File: config.mk
export PLATFORM = sky130hd
export DESIGN_NAME = lc4_pipeline
export DESIGN_NICKNAME = d
export VERILOG_FILES = /design/src/logic/lc4_pkg.sv /design/src/logic/lc4_decoder.sv /design/src/logic/lc4_execute.sv /design/src/logic/lc4_fetch.sv /design/src/logic/lc4_pipeline.sv /design/src/logic/lc4_regfile.sv
export SDC_FILE = /design/constraint.sdc
export NUM_CORES = 1
export LEC_CHECK = 0
export BUFFER_PORTS_ARGS = -buffer_cell sky130_fd_sc_hd__buf_2
export CORE_MARGIN = 2
export CORE_UTILIZATION = 56
export DETAILED_ROUTE_END_ITERATION = 10
export PLACE_DENSITY = 0.77
export SLEW_MARGIN = 20
export SYNTH_ARGS = -nofsm -noshare
export SYNTH_HDL_FRONTEND = slang
export SYNTH_HIERARCHICAL = 1
export SYNTH_SLANG_ARGS = --single-unit
export TNS_END_PERCENT = 100
File: constraint.sdc
create_clock -name gwe -period 4.1 [get_ports gwe]
set_input_delay 0.205 -clock gwe [delete_from_list [all_inputs] [get_ports gwe]]
set_output_delay 0.205 -clock gwe [all_outputs]
set_load 0.05 [all_outputs]
File: src/logic/lc4_pkg.sv
package lc4_pkg;

  // Datapath widths
  localparam int word_w    = 16;  // Data and address
  localparam int reg_sel_w = 3;   // Eight registers
  localparam int nzp_w     = 3;   // N, Z, P

  // Opcodes in insn[15:12]
  localparam logic [3:0] op_br    = 4'b0000;
  localparam logic [3:0] op_add   = 4'b0001;  // ADD, SUB, ADD imm5
  localparam logic [3:0] op_logic = 4'b0101;  // AND, NOT, OR, XOR, AND imm5
  localparam logic [3:0] op_const = 4'b1001;

  // Arithmetic sub-opcodes in insn[4:3], only with insn[5] clear
  localparam logic [1:0] sub_add = 2'b00;
  localparam logic [1:0] sub_sub = 2'b10;  // 01 and 11 would be MUL and DIV

  // Logic sub-opcodes in insn[4:3], only with insn[5] clear
  localparam logic [1:0] sub_and = 2'b00;
  localparam logic [1:0] sub_not = 2'b01;
  localparam logic [1:0] sub_or  = 2'b10;
  localparam logic [1:0] sub_xor = 2'b11;

  // Trace stall codes
  localparam logic [1:0] stall_none  = 2'd0;
  localparam logic [1:0] stall_flush = 2'd2;  // Reset bubbles show the same code

  // One instruction word, two ways to read it
  typedef union packed {
    // Register and immediate format
    struct packed {
      logic [3:0]           opcode;
      logic [reg_sel_w-1:0] rd;
      logic [reg_sel_w-1:0] rs;
      logic                 imm;  // Set for the imm5 forms
      logic [1:0]           sub;  // Top of imm5 when imm is set
      logic [reg_sel_w-1:0] rt;   // Bottom of imm5 when imm is set
    } r;
    // Branch and CONST format
    struct packed {
      logic [3:0]       opcode;
      logic [nzp_w-1:0] nzp;  // BR mask, rd for CONST
      logic [8:0]       off;  // Signed offset or constant
    } b;
  } lc4_insn_t;

endpackage

File: src/logic/lc4_decoder.sv
`timescale 1ns/1ps

module lc4_decoder (
  input  lc4_pkg::lc4_insn_t               i_insn,
  input  logic                             i_valid,       // Low for bubbles and squashed slots
  output logic [lc4_pkg::reg_sel_w-1:0]    o_rs_sel,
  output logic [lc4_pkg::reg_sel_w-1:0]    o_rt_sel,
  output logic [lc4_pkg::reg_sel_w-1:0]    o_wsel,
  output logic                             o_rs_re,
  output logic                             o_rt_re,
  output logic                             o_regfile_we,
  output logic                             o_nzp_we,
  output logic                             o_is_branch,
  output logic                             o_is_const
);

  import lc4_pkg::*;

  logic is_add_ok;  // ADD, SUB or ADD imm5
  logic is_alu;     // Any supported ALU op
  logic is_not;     // NOT reads rs only

  assign is_add_ok = (i_insn.r.opcode == op_add) &&
                     (i_insn.r.imm || (i_insn.r.sub == sub_add) || (i_insn.r.sub == sub_sub));
  assign is_alu    = is_add_ok || (i_insn.r.opcode == op_logic);
  assign is_not    = (i_insn.r.opcode == op_logic) && !i_insn.r.imm &&
                     (i_insn.r.sub == sub_not);

  // Selects come straight from the fields, enables say whether they matter
  assign o_rs_sel = i_insn.r.rs;
  assign o_rt_sel = i_insn.r.rt;
  assign o_wsel   = i_insn.r.rd;  // Same bits as b.nzp for CONST

  always_comb begin
    o_rs_re      = 1'b0;
    o_rt_re      = 1'b0;
    o_regfile_we = 1'b0;
    o_nzp_we     = 1'b0;
    o_is_branch  = 1'b0;
    o_is_const   = 1'b0;
    if (i_valid) begin
      if (is_alu) begin
        o_rs_re      = 1'b1;
        o_rt_re      = !i_insn.r.imm && !is_not;  // Immediate forms carry imm5 in rt
        o_regfile_we = 1'b1;
        o_nzp_we     = 1'b1;
      end else if (i_insn.b.opcode == op_const) begin
        o_regfile_we = 1'b1;
        o_nzp_we     = 1'b1;
        o_is_const   = 1'b1;
      end else if (i_insn.b.opcode == op_br) begin
        o_is_branch  = (i_insn.b.nzp != '0);  // Empty mask is the NOP
      end
      // MUL, DIV and every other opcode fall through as NOP
    end
  end

  // Branches never write a register
  always_comb begin
    if (i_insn.b.opcode == op_br) begin
      assert (!o_regfile_we) else $error("decoder: branch with register write");
    end
  end

endmodule

File: src/logic/lc4_execute.sv
`timescale 1ns/1ps

module lc4_execute (
  input  lc4_pkg::lc4_insn_t            i_insn,
  input  logic [lc4_pkg::word_w-1:0]    i_pc,
  input  logic                          i_valid,
  input  logic [lc4_pkg::reg_sel_w-1:0] i_rs_sel,
  input  logic [lc4_pkg::reg_sel_w-1:0] i_rt_sel,
  input  logic [lc4_pkg::word_w-1:0]    i_rs_data,    // Read in decode
  input  logic [lc4_pkg::word_w-1:0]    i_rt_data,
  input  logic                          i_is_branch,
  input  logic                          i_is_const,
  // Memory stage, one ahead
  input  logic [lc4_pkg::word_w-1:0]    i_m_result,
  input  logic [lc4_pkg::reg_sel_w-1:0] i_m_wsel,
  input  logic                          i_m_we,
  input  logic [lc4_pkg::nzp_w-1:0]     i_m_nzp,
  input  logic                          i_m_nzp_we,
  // Writeback stage, two ahead
  input  logic [lc4_pkg::word_w-1:0]    i_w_result,
  input  logic [lc4_pkg::reg_sel_w-1:0] i_w_wsel,
  input  logic                          i_w_we,
  input  logic [lc4_pkg::nzp_w-1:0]     i_w_nzp,
  input  logic                          i_w_nzp_we,
  input  logic [lc4_pkg::nzp_w-1:0]     i_cur_nzp,    // Committed NZP register
  output logic [lc4_pkg::word_w-1:0]    o_result,
  output logic [lc4_pkg::nzp_w-1:0]     o_nzp,
  output logic                          o_flush,
  output logic [lc4_pkg::word_w-1:0]    o_target
);

  import lc4_pkg::*;

  logic [word_w-1:0] rs_val;   // Operands after bypass
  logic [word_w-1:0] rt_val;
  logic [word_w-1:0] imm5;     // Sign-extended insn[4:0]
  logic [word_w-1:0] imm9;     // Sign-extended insn[8:0]
  logic [word_w-1:0] alu;
  logic [nzp_w-1:0]  br_nzp;   // Newest condition codes
  logic              taken;

  // Operand bypass, youngest producer first
  assign rs_val = (i_m_we && (i_m_wsel == i_rs_sel)) ? i_m_result :
                  (i_w_we && (i_w_wsel == i_rs_sel)) ? i_w_result : i_rs_data;
  assign rt_val = (i_m_we && (i_m_wsel == i_rt_sel)) ? i_m_result :
                  (i_w_we && (i_w_wsel == i_rt_sel)) ? i_w_result : i_rt_data;

  assign imm5 = {{(word_w - 5){i_insn.r.sub[1]}}, i_insn.r.sub, i_insn.r.rt};
  assign imm9 = {{(word_w - 9){i_insn.b.off[8]}}, i_insn.b.off};

  always_comb begin
    alu = '0;  // Branches and NOPs
    case (i_insn.r.opcode)
      op_add: begin
        if (i_insn.r.imm) begin
          alu = rs_val + imm5;
        end else if (i_insn.r.sub == sub_sub) begin
          alu = rs_val - rt_val;
        end else if (i_insn.r.sub == sub_add) begin
          alu = rs_val + rt_val;
        end
      end
      op_logic: begin
        if (i_insn.r.imm) begin
          alu = rs_val & imm5;
        end else begin
          case (i_insn.r.sub)
            sub_and: alu = rs_val & rt_val;
            sub_not: alu = ~rs_val;
            sub_or:  alu = rs_val | rt_val;
            sub_xor: alu = rs_val ^ rt_val;
            default: alu = '0;
          endcase
        end
      end
      default: alu = '0;
    endcase
  end

  assign o_result = i_is_const ? imm9 : alu;  // CONST skips the ALU

  // Sign and zero of the result
  assign o_nzp[2] = $signed(o_result) < 0;
  assign o_nzp[1] = o_result == '0;
  assign o_nzp[0] = $signed(o_result) > 0;

  // Branch sees in-flight NZP before the committed copy
  assign br_nzp = i_m_nzp_we ? i_m_nzp :
                  i_w_nzp_we ? i_w_nzp : i_cur_nzp;

  assign taken    = (i_insn.b.nzp & br_nzp) != '0;
  assign o_flush  = i_valid && i_is_branch && taken;
  assign o_target = i_pc + 1'b1 + imm9;  // PC-relative to the next word

  // Condition a branch resolves against has at most one of N, Z, P
  always_comb begin
    if (i_valid && i_is_branch) begin
      assert ($onehot0(br_nzp)) else $error("execute: branch NZP not one-hot %b", br_nzp);
    end
  end

endmodule

File: src/logic/lc4_fetch.sv
`timescale 1ns/1ps

module lc4_fetch #(
  parameter logic [lc4_pkg::word_w-1:0] reset_pc = 16'h8200
) (
  input  logic                       gwe,
  input  logic                       i_rst,
  input  logic [lc4_pkg::word_w-1:0] i_insn,     // Word at o_pc, same cycle
  input  logic                       i_flush,    // Taken branch in execute
  input  logic [lc4_pkg::word_w-1:0] i_target,   // Branch destination
  output logic [lc4_pkg::word_w-1:0] o_pc,
  output logic [lc4_pkg::word_w-1:0] o_d_pc,
  output lc4_pkg::lc4_insn_t         o_d_insn,
  output logic                       o_d_valid
);

  import lc4_pkg::*;

  logic [word_w-1:0] pc;
  logic [word_w-1:0] next_pc;

  assign next_pc = i_flush ? i_target : pc + 1'b1;  // Redirect wins over sequential
  assign o_pc    = pc;

  // PC register
  always_ff @(posedge gwe) begin
    if (i_rst) begin
      pc <= reset_pc;
    end else begin
      pc <= next_pc;
    end
  end

  // Fetch to decode register
  always_ff @(posedge gwe) begin
    o_d_pc <= pc;
    if (i_rst || i_flush) begin
      o_d_insn  <= '0;    // Zero word is a BR with empty mask
      o_d_valid <= 1'b0;  // Bubble
    end else begin
      o_d_insn  <= i_insn;
      o_d_valid <= 1'b1;
    end
  end

endmodule

File: src/logic/lc4_pipeline.sv
`timescale 1ns/1ps

module lc4_pipeline #(
  parameter logic [lc4_pkg::word_w-1:0] reset_pc = 16'h8200
) (
  input  logic                          gwe,
  input  logic                          i_rst,
  input  logic [lc4_pkg::word_w-1:0]    i_insn,               // Instruction at o_pc
  output logic [lc4_pkg::word_w-1:0]    o_pc,
  // Writeback trace
  output logic [1:0]                    o_test_stall,
  output logic [lc4_pkg::word_w-1:0]    o_test_pc,
  output logic [lc4_pkg::word_w-1:0]    o_test_insn,
  output logic                          o_test_regfile_we,
  output logic [lc4_pkg::reg_sel_w-1:0] o_test_regfile_wsel,
  output logic [lc4_pkg::word_w-1:0]    o_test_regfile_data,
  output logic                          o_test_nzp_we,
  output logic [lc4_pkg::nzp_w-1:0]     o_test_nzp_new_bits
);

  import lc4_pkg::*;

  // Decode
  logic [word_w-1:0]    d_pc;
  lc4_insn_t            d_insn;
  logic                 d_valid;
  logic                 d_live;      // Valid and not squashed by a branch
  logic [reg_sel_w-1:0] d_rs_sel, d_rt_sel, d_wsel;
  logic                 d_rs_re, d_rt_re;
  logic                 d_regfile_we, d_nzp_we, d_is_branch, d_is_const;
  logic [word_w-1:0]    d_rs_data, d_rt_data;

  // Execute
  logic [word_w-1:0]    x_pc;
  lc4_insn_t            x_insn;
  logic                 x_valid;
  logic [reg_sel_w-1:0] x_rs_sel, x_rt_sel, x_wsel;
  logic                 x_regfile_we, x_nzp_we, x_is_branch, x_is_const;
  logic [word_w-1:0]    x_rs_data, x_rt_data;
  logic [word_w-1:0]    x_result;
  logic [nzp_w-1:0]     x_nzp;
  logic                 x_flush;
  logic [word_w-1:0]    x_target;

  // Memory, no data access in this subset
  logic [word_w-1:0]    m_pc, m_insn, m_result;
  logic                 m_valid, m_regfile_we, m_nzp_we;
  logic [reg_sel_w-1:0] m_wsel;
  logic [nzp_w-1:0]     m_nzp;

  // Writeback
  logic [word_w-1:0]    w_pc, w_insn, w_result;
  logic                 w_valid, w_regfile_we, w_nzp_we;
  logic [reg_sel_w-1:0] w_wsel;
  logic [nzp_w-1:0]     w_nzp;

  logic [nzp_w-1:0]     cur_nzp;     // Committed condition codes

  lc4_fetch #(
    .reset_pc (reset_pc)
  ) u_fetch (
    .gwe       (gwe),
    .i_rst     (i_rst),
    .i_insn    (i_insn),
    .i_flush   (x_flush),
    .i_target  (x_target),
    .o_pc      (o_pc),
    .o_d_pc    (d_pc),
    .o_d_insn  (d_insn),
    .o_d_valid (d_valid)
  );

  assign d_live = d_valid && !x_flush;  // Decode slot dies with a taken branch

  lc4_decoder u_decoder (
    .i_insn       (d_insn),
    .i_valid      (d_live),
    .o_rs_sel     (d_rs_sel),
    .o_rt_sel     (d_rt_sel),
    .o_wsel       (d_wsel),
    .o_rs_re      (d_rs_re),
    .o_rt_re      (d_rt_re),
    .o_regfile_we (d_regfile_we),
    .o_nzp_we     (d_nzp_we),
    .o_is_branch  (d_is_branch),
    .o_is_const   (d_is_const)
  );

  lc4_regfile u_regfile (
    .gwe       (gwe),
    .i_rst     (i_rst),
    .i_rs_sel  (d_rs_sel),
    .i_rt_sel  (d_rt_sel),
    .i_wsel    (w_wsel),
    .i_wdata   (w_result),
    .i_we      (w_regfile_we),
    .o_rs_data (d_rs_data),
    .o_rt_data (d_rt_data)
  );

  // Decode to execute
  always_ff @(posedge gwe) begin
    if (i_rst) begin
      x_valid      <= 1'b0;
      x_regfile_we <= 1'b0;
      x_nzp_we     <= 1'b0;
      x_is_branch  <= 1'b0;
      x_is_const   <= 1'b0;
    end else begin
      x_valid      <= d_live;
      x_regfile_we <= d_regfile_we;  // Already low for a squashed slot
      x_nzp_we     <= d_nzp_we;
      x_is_branch  <= d_is_branch;
      x_is_const   <= d_is_const;
    end
    x_pc     <= d_pc;
    x_insn   <= d_insn;
    x_rs_sel <= d_rs_sel;
    x_rt_sel <= d_rt_sel;
    x_wsel   <= d_wsel;
    if (d_rs_re) begin
      x_rs_data <= d_rs_data;  // Operand held when not read
    end
    if (d_rt_re) begin
      x_rt_data <= d_rt_data;
    end
  end

  lc4_execute u_execute (
    .i_insn      (x_insn),
    .i_pc        (x_pc),
    .i_valid     (x_valid),
    .i_rs_sel    (x_rs_sel),
    .i_rt_sel    (x_rt_sel),
    .i_rs_data   (x_rs_data),
    .i_rt_data   (x_rt_data),
    .i_is_branch (x_is_branch),
    .i_is_const  (x_is_const),
    .i_m_result  (m_result),
    .i_m_wsel    (m_wsel),
    .i_m_we      (m_regfile_we),
    .i_m_nzp     (m_nzp),
    .i_m_nzp_we  (m_nzp_we),
    .i_w_result  (w_result),
    .i_w_wsel    (w_wsel),
    .i_w_we      (w_regfile_we),
    .i_w_nzp     (w_nzp),
    .i_w_nzp_we  (w_nzp_we),
    .i_cur_nzp   (cur_nzp),
    .o_result    (x_result),
    .o_nzp       (x_nzp),
    .o_flush     (x_flush),
    .o_target    (x_target)
  );

  // Execute to memory, then memory to writeback
  always_ff @(posedge gwe) begin
    if (i_rst) begin
      m_valid      <= 1'b0;
      m_regfile_we <= 1'b0;
      m_nzp_we     <= 1'b0;
      w_valid      <= 1'b0;
      w_regfile_we <= 1'b0;
      w_nzp_we     <= 1'b0;
    end else begin
      m_valid      <= x_valid;
      m_regfile_we <= x_regfile_we;
      m_nzp_we     <= x_nzp_we;
      w_valid      <= m_valid;
      w_regfile_we <= m_regfile_we;
      w_nzp_we     <= m_nzp_we;
    end
    m_pc     <= x_pc;
    m_insn   <= x_insn;
    m_wsel   <= x_wsel;
    m_result <= x_result;
    m_nzp    <= x_nzp;
    w_pc     <= m_pc;
    w_insn   <= m_insn;
    w_wsel   <= m_wsel;
    w_result <= m_result;
    w_nzp    <= m_nzp;
  end

  // NZP register, committed at writeback
  always_ff @(posedge gwe) begin
    if (i_rst) begin
      cur_nzp <= '0;  // No branch taken until a result commits
    end else if (w_nzp_we) begin
      cur_nzp <= w_nzp;
    end
  end

  // Trace taps on writeback
  assign o_test_stall        = w_valid ? stall_none : stall_flush;
  assign o_test_pc           = w_pc;
  assign o_test_insn         = w_insn;
  assign o_test_regfile_we   = w_regfile_we;
  assign o_test_regfile_wsel = w_wsel;
  assign o_test_regfile_data = w_result;
  assign o_test_nzp_we       = w_nzp_we;
  assign o_test_nzp_new_bits = w_nzp;

  // Taken branch squashes both younger slots, fetch and decode
  assert property (@(posedge gwe) disable iff (i_rst) x_flush |=> (!x_valid && !d_valid))
    else $error("pipeline: flush left a live instruction behind the branch");

endmodule

File: src/logic/lc4_regfile.sv
`timescale 1ns/1ps

module lc4_regfile (
  input  logic                          gwe,
  input  logic                          i_rst,
  input  logic [lc4_pkg::reg_sel_w-1:0] i_rs_sel,
  input  logic [lc4_pkg::reg_sel_w-1:0] i_rt_sel,
  input  logic [lc4_pkg::reg_sel_w-1:0] i_wsel,    // From writeback
  input  logic [lc4_pkg::word_w-1:0]    i_wdata,
  input  logic                          i_we,
  output logic [lc4_pkg::word_w-1:0]    o_rs_data,
  output logic [lc4_pkg::word_w-1:0]    o_rt_data
);

  import lc4_pkg::*;

  localparam int num_regs = 2 ** reg_sel_w;

  logic [word_w-1:0] regs [num_regs];

  logic rs_hit;  // Writeback targets the rs read
  logic rt_hit;

  always_ff @(posedge gwe) begin
    if (i_rst) begin
      for (int i = 0; i < num_regs; i++) begin
        regs[i] <= '0;
      end
    end else if (i_we) begin
      regs[i_wsel] <= i_wdata;
    end
  end

  // Writeback to decode bypass
  // Decode sees the value being written this cycle
  assign rs_hit = i_we && (i_wsel == i_rs_sel);
  assign rt_hit = i_we && (i_wsel == i_rt_sel);

  assign o_rs_data = rs_hit ? i_wdata : regs[i_rs_sel];
  assign o_rt_data = rt_hit ? i_wdata : regs[i_rt_sel];

endmodule
### Word level (Yosys, flattened, before mapping)

Memory sizes are Yosys's and may differ from the RTL's. A register that Yosys moved wholly into a read port is not among the register bits.
Index checks and enable logic that the tools add are counted.

* RAM bits: 128
* word-level logic and storage cells: 127
* flip-flop bits (word level): 241
* memories kept: 1
* output and inout bits: 74

Memory list
* u_regfile.regs: words 8, width 16, read ports 2, clocked after Yosys merged registers in 2, write ports 8, line lc4_regfile.sv:19 `logic [word_w-1:0] regs [num_regs];`

* bitwise logic cells: 8
* add/sub/neg operators: 6
* order comparisons: 2
* eq/ne operators: 16
* reductions and logical operators: 30
* multiplexer cells: 34

Operators by type and width (number)
* $mux 16: 13
* $pmux 16 s4: 1
* $add 16x16->16: 3
* $add 16x1->16 const B: 2
* $and 16x16->16: 2
* $pmux 16 s2: 1
* $eq 3x3->1: 6
* $gt 16x1->1 const B: 1
* $logic_not 16->1: 1
* $lt 16x1->1 const B: 1
* $not 16->16: 1
* $or 16x16->16: 1
* $reduce_or 16->1: 1
* $sub 16x16->16: 1
* $xor 16x16->16: 1
* $mux 3: 5
* $logic_and 1x1->1: 13
* $mux 1: 13
* $eq 4x1->1 const B: 2
* $eq 4x3->1 const B: 2
* $eq 2x2->1 const B: 3
* $reduce_bool 3->1: 2
* $reduce_or 5->1: 1
* $eq 2x1->1 const B: 2
* other kinds (10): 17

### Depth between registers and ports, before layout

Gate-level depths: netlist of the first run.

* depth after elaboration: 11
* mapped depth: 19
* mapped depth without buffers: 18

### By module

Netlist of the first run, hierarchy kept.

Modules (own cells, without submodules)
* lc4_regfile: instances 1, cells each 445, area each 7453.4 µm²
* lc4_execute: instances 1, cells each 794, area each 5343.9 µm²
* lc4_pipeline: instances 1, cells each 217, area each 4388.0 µm²
* lc4_fetch: instances 1, cells each 147, area each 1617.8 µm²
* lc4_decoder: instances 1, cells each 21, area each 166.4 µm²

### Worst setup path after synthesis of the first run

OpenSTA, ideal clock, no wires.

* kind: register -> register
* from: reg w_wsel[2] (netlist: o_test_regfile_wsel[2])
* to: reg m_nzp[1]
* stages on the path, launching flop included: 20
* data arrival time: 4.644 ns
* path buffers: 2
* required time: 4.035 ns
* slack: -0.609 ns
* cell sequence: dfxtp_1 > xnor2_1 > nand4_1 > clkbuf_1 > clkbuf_1 > mux2i_1 > a21oi_1 > ha_1 > inv_1 > fa_1 > nor2b_1 > o221ai_1 > a21oi_1 > o21ai_1 > and2_1 > o211ai_1 > nor4b_2 > a41oi_1 > a2111oi_2 > nor2b_1

* cells in the longest elaborated chain, start to end: 11

Ends and longest elaborated chain
* start, declared: line lc4_pipeline.sv:54 `logic [reg_sel_w-1:0] w_wsel;`
* start signal, assigned: line lc4_pipeline.sv:180 `w_wsel <= m_wsel;`
* $eq 3x3->1, on equally long branches: line lc4_execute.sv:44, lc4_execute.sv:46
* $logic_and 1x1->1, on equally long branches: line lc4_execute.sv:44, lc4_execute.sv:46
* $mux 16, on equally long branches: line lc4_execute.sv:44, lc4_execute.sv:46
* $mux 16, on equally long branches: line lc4_execute.sv:43, lc4_execute.sv:45
* $add 16x16->16: line lc4_execute.sv:60 `alu = rs_val + rt_val;`
* $mux 16: line lc4_execute.sv:59 `end else if (i_insn.r.sub == sub_add) begin`
* $mux 16: line lc4_execute.sv:57 `end else if (i_insn.r.sub == sub_sub) begin`
* $mux 16: line lc4_execute.sv:55 `if (i_insn.r.imm) begin`
* $pmux 16 s2 *: line lc4_execute.sv:53 `case (i_insn.r.opcode)`
* $mux 16 *: line lc4_execute.sv:80 `assign o_result = i_is_const ? imm9 : alu;`
* $logic_not 16->1 *: line lc4_execute.sv:84 `assign o_nzp[1] = o_result == '0;`
* via x_nzp[1]: line lc4_pipeline.sv:41 `logic [nzp_w-1:0] x_nzp;`
* end signal, assigned: line lc4_pipeline.sv:177 `m_nzp <= x_nzp;`
* end, declared: line lc4_pipeline.sv:49 `logic [nzp_w-1:0] m_nzp;`

The timed path passes the listed nets; every way through them passes the cells marked *.
A chain may end at the register's enable or synchronous reset.

### Worst setup path after layout of the first run

* from: reg w_wsel[1] (netlist: o_test_regfile_wsel[1])
* to: reg m_nzp[1]

The elaborated chain is that of the path after synthesis.

==> flow_summary.ini, run 1 <==
[final_layout]
final_cell_mix = dfxtp_1, buf_4, edfxtp_1
layout_commonest_cell = dfxtp_1
final_nets = 2004
layout-drive-gt1-share_pct = 31.7
syn2layout_area_growth_pct = 23.7
seq_area_sq_um = 9070
num-fill-cells = 2306
multi_input_area_sq_um = 9970
antenna_cells = 0

[pwr]
leakagePower_nw = 9.85
seq_power_share_pct = 47.1
ir_drop_uv = 355
p_switching_mw = 2.22
power_frac_clock_pct = 40.7
p_total_mw = 8.79
combPwrFrac_pct = 12.3
p_int_mw = 6.58
switching_share_pct = 25.2
power-per-cell-area_nw_per_um2 = 375

[logic_synthesis]
synthTopCellsByArea = edfxtp_1, dfxtp_1, mux4_1, ha_1, and2_1
synth-edff-count = 160
synth_seq_area_share_pct = 47.7
yosys.area.top_type = edfxtp_1
yosysWarnings = 6
postSynthAreaPerCell_sq_um = 11.7
synthesis.area_sq_um = 19000
async_flop_share_pct = 0
syn_inst = 1624
ys_ff_latch = 372
synth_ff_type = dfxtp_1
yosys.area.top_type_share_pct = 25.3
netlist-cell-type-count = 85
syn_nets = 1733

[cts]
clock-sinks = 372
htree_levels = 2
cts_tree = built
root_buffer = clkbuf_16
clk_latency_ns = 0.54
clock_path_buffers = 3
cts_buffers = 38
clk_pin_slew_ns = 0.06

[status]
violations = negative setup slack
status = finished, violations left

[critical_path]
cp_slowest_cell = a2111oi_4
startpoint = o_test_regfile_wsel[1]
end_kind = register
cp.depth = 18
cp.buffers_inverters = 4
worstReg2RegEnd = m_nzp[1]
critical_path_class = register to register
worstPathMaxFanout = 6
crit_chain = xnor2_4 -> nand4_4 -> buf_12 -> buf_4 -> mux2_2 -> mux2i_4 -> inv_2 -> buf_4 -> ha_2 -> nor2b_1 -> or4_1 -> a31oi_2 -> nor3_2 -> xnor2_1 -> a2111oi_4 -> a41oi_2 -> a2111oi_4 -> nor2b_2
r2r_cells = 18
cp.required_ns = 4.58
cpPeakStageDelay_ns = 0.42
reg2reg_setup_slack_ns = -0.08
endpoint = m_nzp[1]
critPathTopFamily = compound AO/OA/AOI/OAI gates
r2r_start = o_test_regfile_wsel[1]
cp.arrival_ns = 4.66
cp-start-kind = register

[sta]
post-route-min-period_ns = 4.18
worst_pin_slew_ns = 1.03
drv_slew = 0
fmax_ghz = 0.239
finalHoldViolations = 0
rsz0062_at_grt = yes
slew_headroom_pct = 31.2
period_share_pct = 102
finalSetupViolCount = 2
clock_skew_ns = 0.0185
setup_slack_ns = -0.0759
setup_tns_ns = -0.106

[route]
drc = 0
firstDrtPassIters = 6
drtAntennaViolNets = 0
drt-initial-drc-count = 1169
totalWireLength_mm = 54.2
drt-vias-per-instance = 6.02
routedWlPerCell_um = 22.8
num_vias = 14300

[global_route]
grt_pass1_wl_mm = 81.6
grt_max_degree = 48
grtUsageTotal_pct = 30.0
grt_pass1_vias = 14600
grt_overflow = 0
antenna_found_initial = 0

[floorplan]
coreArea_sq_um = 33400
die_width_um = 188
fp.dieH_um = 188
num_rows = 67
initial_utilization_pct = 56.7
io-pin-count = 92
die-area_sq_um = 35400

[placement]
place.detailed.hpwl_mm = 35.9
portBuffers = 90
gp_routability_congestion = 0.937

[min_path]
hold_class = input pin to register

[job]
maxCapViolCount = 0
==> worst min-delay path by stage <==
stage	from	end	cells past startpoint
after CTS	i_rst	o_test_regfile_we	2
after global routing	i_rst	o_test_regfile_we	2
after detailed placement	m_pc[12]	o_test_pc[12]	0
after floorplan	i_rst	o_test_nzp_we	1
final	i_rst	o_test_regfile_we	2
after global placement	x_wsel[1]	m_wsel[1]	0
==> stage by stage <==
step | cells | util [%] | instance area (sq um) | hold WS, ns | worst slack, ns
after global routing | 2372 | 70.2 | 23500 | 0.0791 | -0.208
final | 2372 | 70.2 | 23500 | 0.0933 | -0.0759
after floorplan | 1624 | - | 19000 | 0.277 | 0.0320
after CTS | 2346 | 68.1 | 22800 | 0.0753 | -0.0479
after detailed placement | 2251 | 62.5 | 20900 | 0.312 | -0.528
after global placement | 2251 | 62.5 | 20900 | 0.310 | -0.295
==> logic make-up after synthesis <==
kind of cell,after synthesis,share of synthesized area (%)
adders and majority gates,91,6.16
other,1,0.0198
AOI/OAI and AO/OA,283,9.98
buffers and inverters,157,3.94
and+or+nand+nor,484,14.0
DFF,372,47.7
muxes,174,15.3
xor gates and xnor gates,62,2.86
==> cells in the mapped netlist (all sizes together), types with 6 or more instances <==
cell type and number:
nor3 33, nand2 59, mux2 73, edfxtp 160
o21a 7, o21ai 46, inv 72, buf 37
nand4 17, nand2b 15, nor2b 17, o31ai 10
mux2i 37, clkbuf 48, nor4 7, a211oi 20
nand3 21, dfxtp 212, o21bai 6, a21o 11
a31oi 15, and2 149, o22ai 7, xor2 14
a221oi 7, o221ai 7, mux4 64, xnor2 48
or2 14, ha 87, nor2 119, a21oi 99
==> layer usage <==
metal  vias to the layer above  track usage (%)  wire (um)
li1                       6510                -          -
met3                       156             5.90       4200
met5                         -                0          0
met2                       658             49.7      26100
met4                         0             12.7       2220
met1                      6945             38.4      21700
==> registers in the layout, summed over array words and instances (netlist names), 16 cells and up <==
name                 flops
u_fetch/o_pc            16
u_regfile/regs         128
o_test_pc               16
o_test_regfile_data     16
x_insn                  16
u_fetch/o_d_insn        16
m_result                16
x_pc                    16
x_rt_data               16
m_insn                  16
x_rs_data               16
o_test_insn             16
u_fetch/o_d_pc          16
m_pc                    16
==> cell type report <==
| type | instances | share of cell area [%] |
|---|---|---|
| flip-flops and latches | 372 | 38.7 |
| multi-input cells | 1095 | 42.5 |
| clock inverters | 23 | 0.922 |
| clock buffers | 46 | 4.63 |
| repair buffers | 316 | 9.78 |
| well taps | 448 | 2.39 |
| inverters | 72 | 1.15 |
==> power groups by stage <==
stage	clock, mW	sequential, mW	combinational (mW)
2_1_floorplan	0	4.25	0.554
3_3_place_gp	0	4.19	0.934
3_5_place_dp	0	4.20	0.948
4_1_cts	3.60	4.13	1.01
5_1_grt	3.74	4.15	1.14
6_report	3.57	4.14	1.08
==> timing repair <==
| item | 4_1_cts | 5_1_grt |
|---|---|---|
| hold endpoints to repair | 16 | 0 |
| setup buffers | 10 | 27 |
| setup endpoints to repair | 5 | 6 |
| gates resized for setup | 52 | 100 |
| pin swaps | 26 | 56 |
| hold buffers | 16 | 0 |
Power figures use the tool's default switching activity.
==> run 2: changes to the inputs <==
- CORE_MARGIN: 2 -> not set
==> run 2 against run 1 <==
The run still ends with negative setup slack left. Largest cell class unchanged. Largest power group unchanged. Critical path type unchanged. Register-to-register slack got worse by 0.02 ns. Non-clock buffer count is 1 lower. Global-route usage rose by 1.1 points.
==> flow_summary.ini, run 2 (synthesis gave the netlist of run 1 again) <==
[status]
status = finished, violations left
violations = negative setup slack

[floorplan]
die-area_sq_um = 34600
coreArea_sq_um = 33400
io-pin-count = 92
fp.dieH_um = 186
initial_utilization_pct = 56.7
num_rows = 67
die_width_um = 186

[route]
routedWlPerCell_um = 22.5
drt-initial-drc-count = 1213
drtAntennaViolNets = 0
totalWireLength_mm = 53.2
drt-vias-per-instance = 6.02
num_vias = 14300
firstDrtPassIters = 7
drc = 0

[placement]
place.detailed.hpwl_mm = 36.0
post-place-ws_ns = -0.386
portBuffers = 90
placedCellCount = 2262
post_dp_cell_area_sq_um = 21000
gp_routability_congestion = 0.996

[sta]
rsz0062_at_grt = yes
finalSetupViolCount = 2
post-route-min-period_ns = 4.20
drv_slew = 0
period_share_pct = 102
setup_slack_ns = -0.0966
fmax_ghz = 0.238
setup_tns_ns = -0.155
clock_skew_ns = 0.0352
worst_pin_slew_ns = 1.19
slew_headroom_pct = 20.3
whs_ns = 0.277
finalHoldViolations = 0

[critical_path]
worstPathMaxFanout = 5
end_kind = register
critPathTopFamily = simple AND/OR/NAND/NOR gates
cpPeakStageDelay_ns = 0.56
cp_slowest_cell = or4_4
crit_path_frequent_cell = buf_6
cp-start-kind = register
crit_chain = buf_6 -> xnor2_2 -> nand4_1 -> buf_4 -> buf_6 -> buf_6 -> mux2i_1 -> a21oi_1 -> buf_4 -> ha_4 -> buf_6 -> a21o_1 -> or4_4 -> o21ai_4 -> nor3_2 -> o211ai_1 -> nor4b_4 -> a41oi_2 -> a2111oi_4 -> nor2b_1
cp.arrival_ns = 4.69
critical_path_class = register to register
cp.buffers_inverters = 6
cp.required_ns = 4.59

[pwr]
leakagePower_nw = 9.83
p_total_mw = 8.70
seq_power_share_pct = 47.6
combPwrFrac_pct = 12.3
switching_share_pct = 24.8
ir_drop_uv = 423
power-per-cell-area_nw_per_um2 = 372
p_int_mw = 6.54
p_switching_mw = 2.15
power_frac_clock_pct = 40.1

[cts]
root_buffer = clkbuf_16
clock-sinks = 372
clk_latency_ns = 0.55
htree_levels = 2
clk_pin_slew_ns = 0.07
clock_path_buffers = 3
cts_tree = built
cts_buffers = 37

[global_route]
grtUsageTotal_pct = 31.1
grt_overflow = 0
grt_max_degree = 45
grt_pass1_vias = 14500
grt_pass1_wl_mm = 80.8
antenna_found_initial = 0

[final_layout]
post-route-util_pct = 69.9
final_cell_count_no_fill = 2370
antenna_cells = 0
final_nets = 2002
num-fill-cells = 2283
syn2layout_area_growth_pct = 23.2
final_cell_mix = dfxtp_1, buf_4, edfxtp_1
regMostFlops = u_regfile/regs
layout_commonest_cell = dfxtp_1
layout-drive-gt1-share_pct = 30.3
finalInstanceArea_sq_um = 23400
largest_register_ffs = 128

[min_path]
hold_class = input pin to register

[job]
maxCapViolCount = 0
## run 2: cell count changes in the layout (fill, tap and decap cells not counted), sizes merged
cell | before | now
inv | 76 | 74
clkinv | 16 | 4
buf | 300 | 299
clkbuf | 46 | 61
bufinv | 3 | 1
## run 2: cell type report
cell class	count	area, sq um	share of cell area [%]
Clock inverter	7	92.6	0.396
Multi-Input combinational cell	1095	9930	42.5
Tap cell	448	561	2.40
Sequential cell	372	9070	38.8
Inverter	72	273	1.17
Clock buffer	61	1190	5.10
Timing Repair Buffer	315	2250	9.64
## run 2: repair_timing
item                                    4_1_cts  5_1_grt
endpoints found under the setup margin        4        7
buffers inserted                             11       12
hold buffers                                 16        0
hold endpoints to repair                     16        0
resized for setup                            72       57
pin swaps                                    29       37
gates cloned                                  1        0
## run 2: worst register-to-register path: stages (launching register included)
cell       delay, ns
dfxtp_4         0.37
buf_6           0.13
xnor2_2         0.13
nand4_1         0.16
buf_4           0.19
buf_6           0.13
buf_6           0.13
mux2i_1         0.16
a21oi_1         0.10
buf_4           0.17
ha_4            0.25
buf_6           0.11
a21o_1          0.21
or4_4           0.56
o21ai_4         0.16
nor3_2          0.06
o211ai_1        0.15
nor4b_4         0.26
a41oi_2         0.20
a2111oi_4       0.33
nor2b_1         0.18
## run 2: metal layers
layer	up-vias	part of all wire, %	track usage [%]
li1	6508	-	-
met1	7046	41	40.5
met2	593	49	53.1
met3	132	6.4	4.30
met4	0	3.3	10.9
met5	-	0	0
## run 2: power groups by stage
stage / clock [mW] / combinational [mW] / sequential, mW
CTS: 3.53 / 1.02 / 4.13
detailed placement: 0 / 0.947 / 4.20
global placement: 0 / 0.933 / 4.19
finish: 3.49 / 1.07 / 4.14
global route: 3.69 / 1.13 / 4.15
floorplan: 0 / 0.554 / 4.25
## run 2: path summary, 6_finish.rpt
kind	slack (ns)	to	depth (start not counted)	from
setup reg to reg	-0.1	m_nzp[1]	20	o_test_regfile_wsel[2]
setup / recovery	-0.1	m_nzp[1]	20	o_test_regfile_wsel[2]
hold reg to reg	0.33	o_test_pc[12]	0	m_pc[12]
hold / removal	0.28	u_fetch/o_pc[0]	3	i_rst
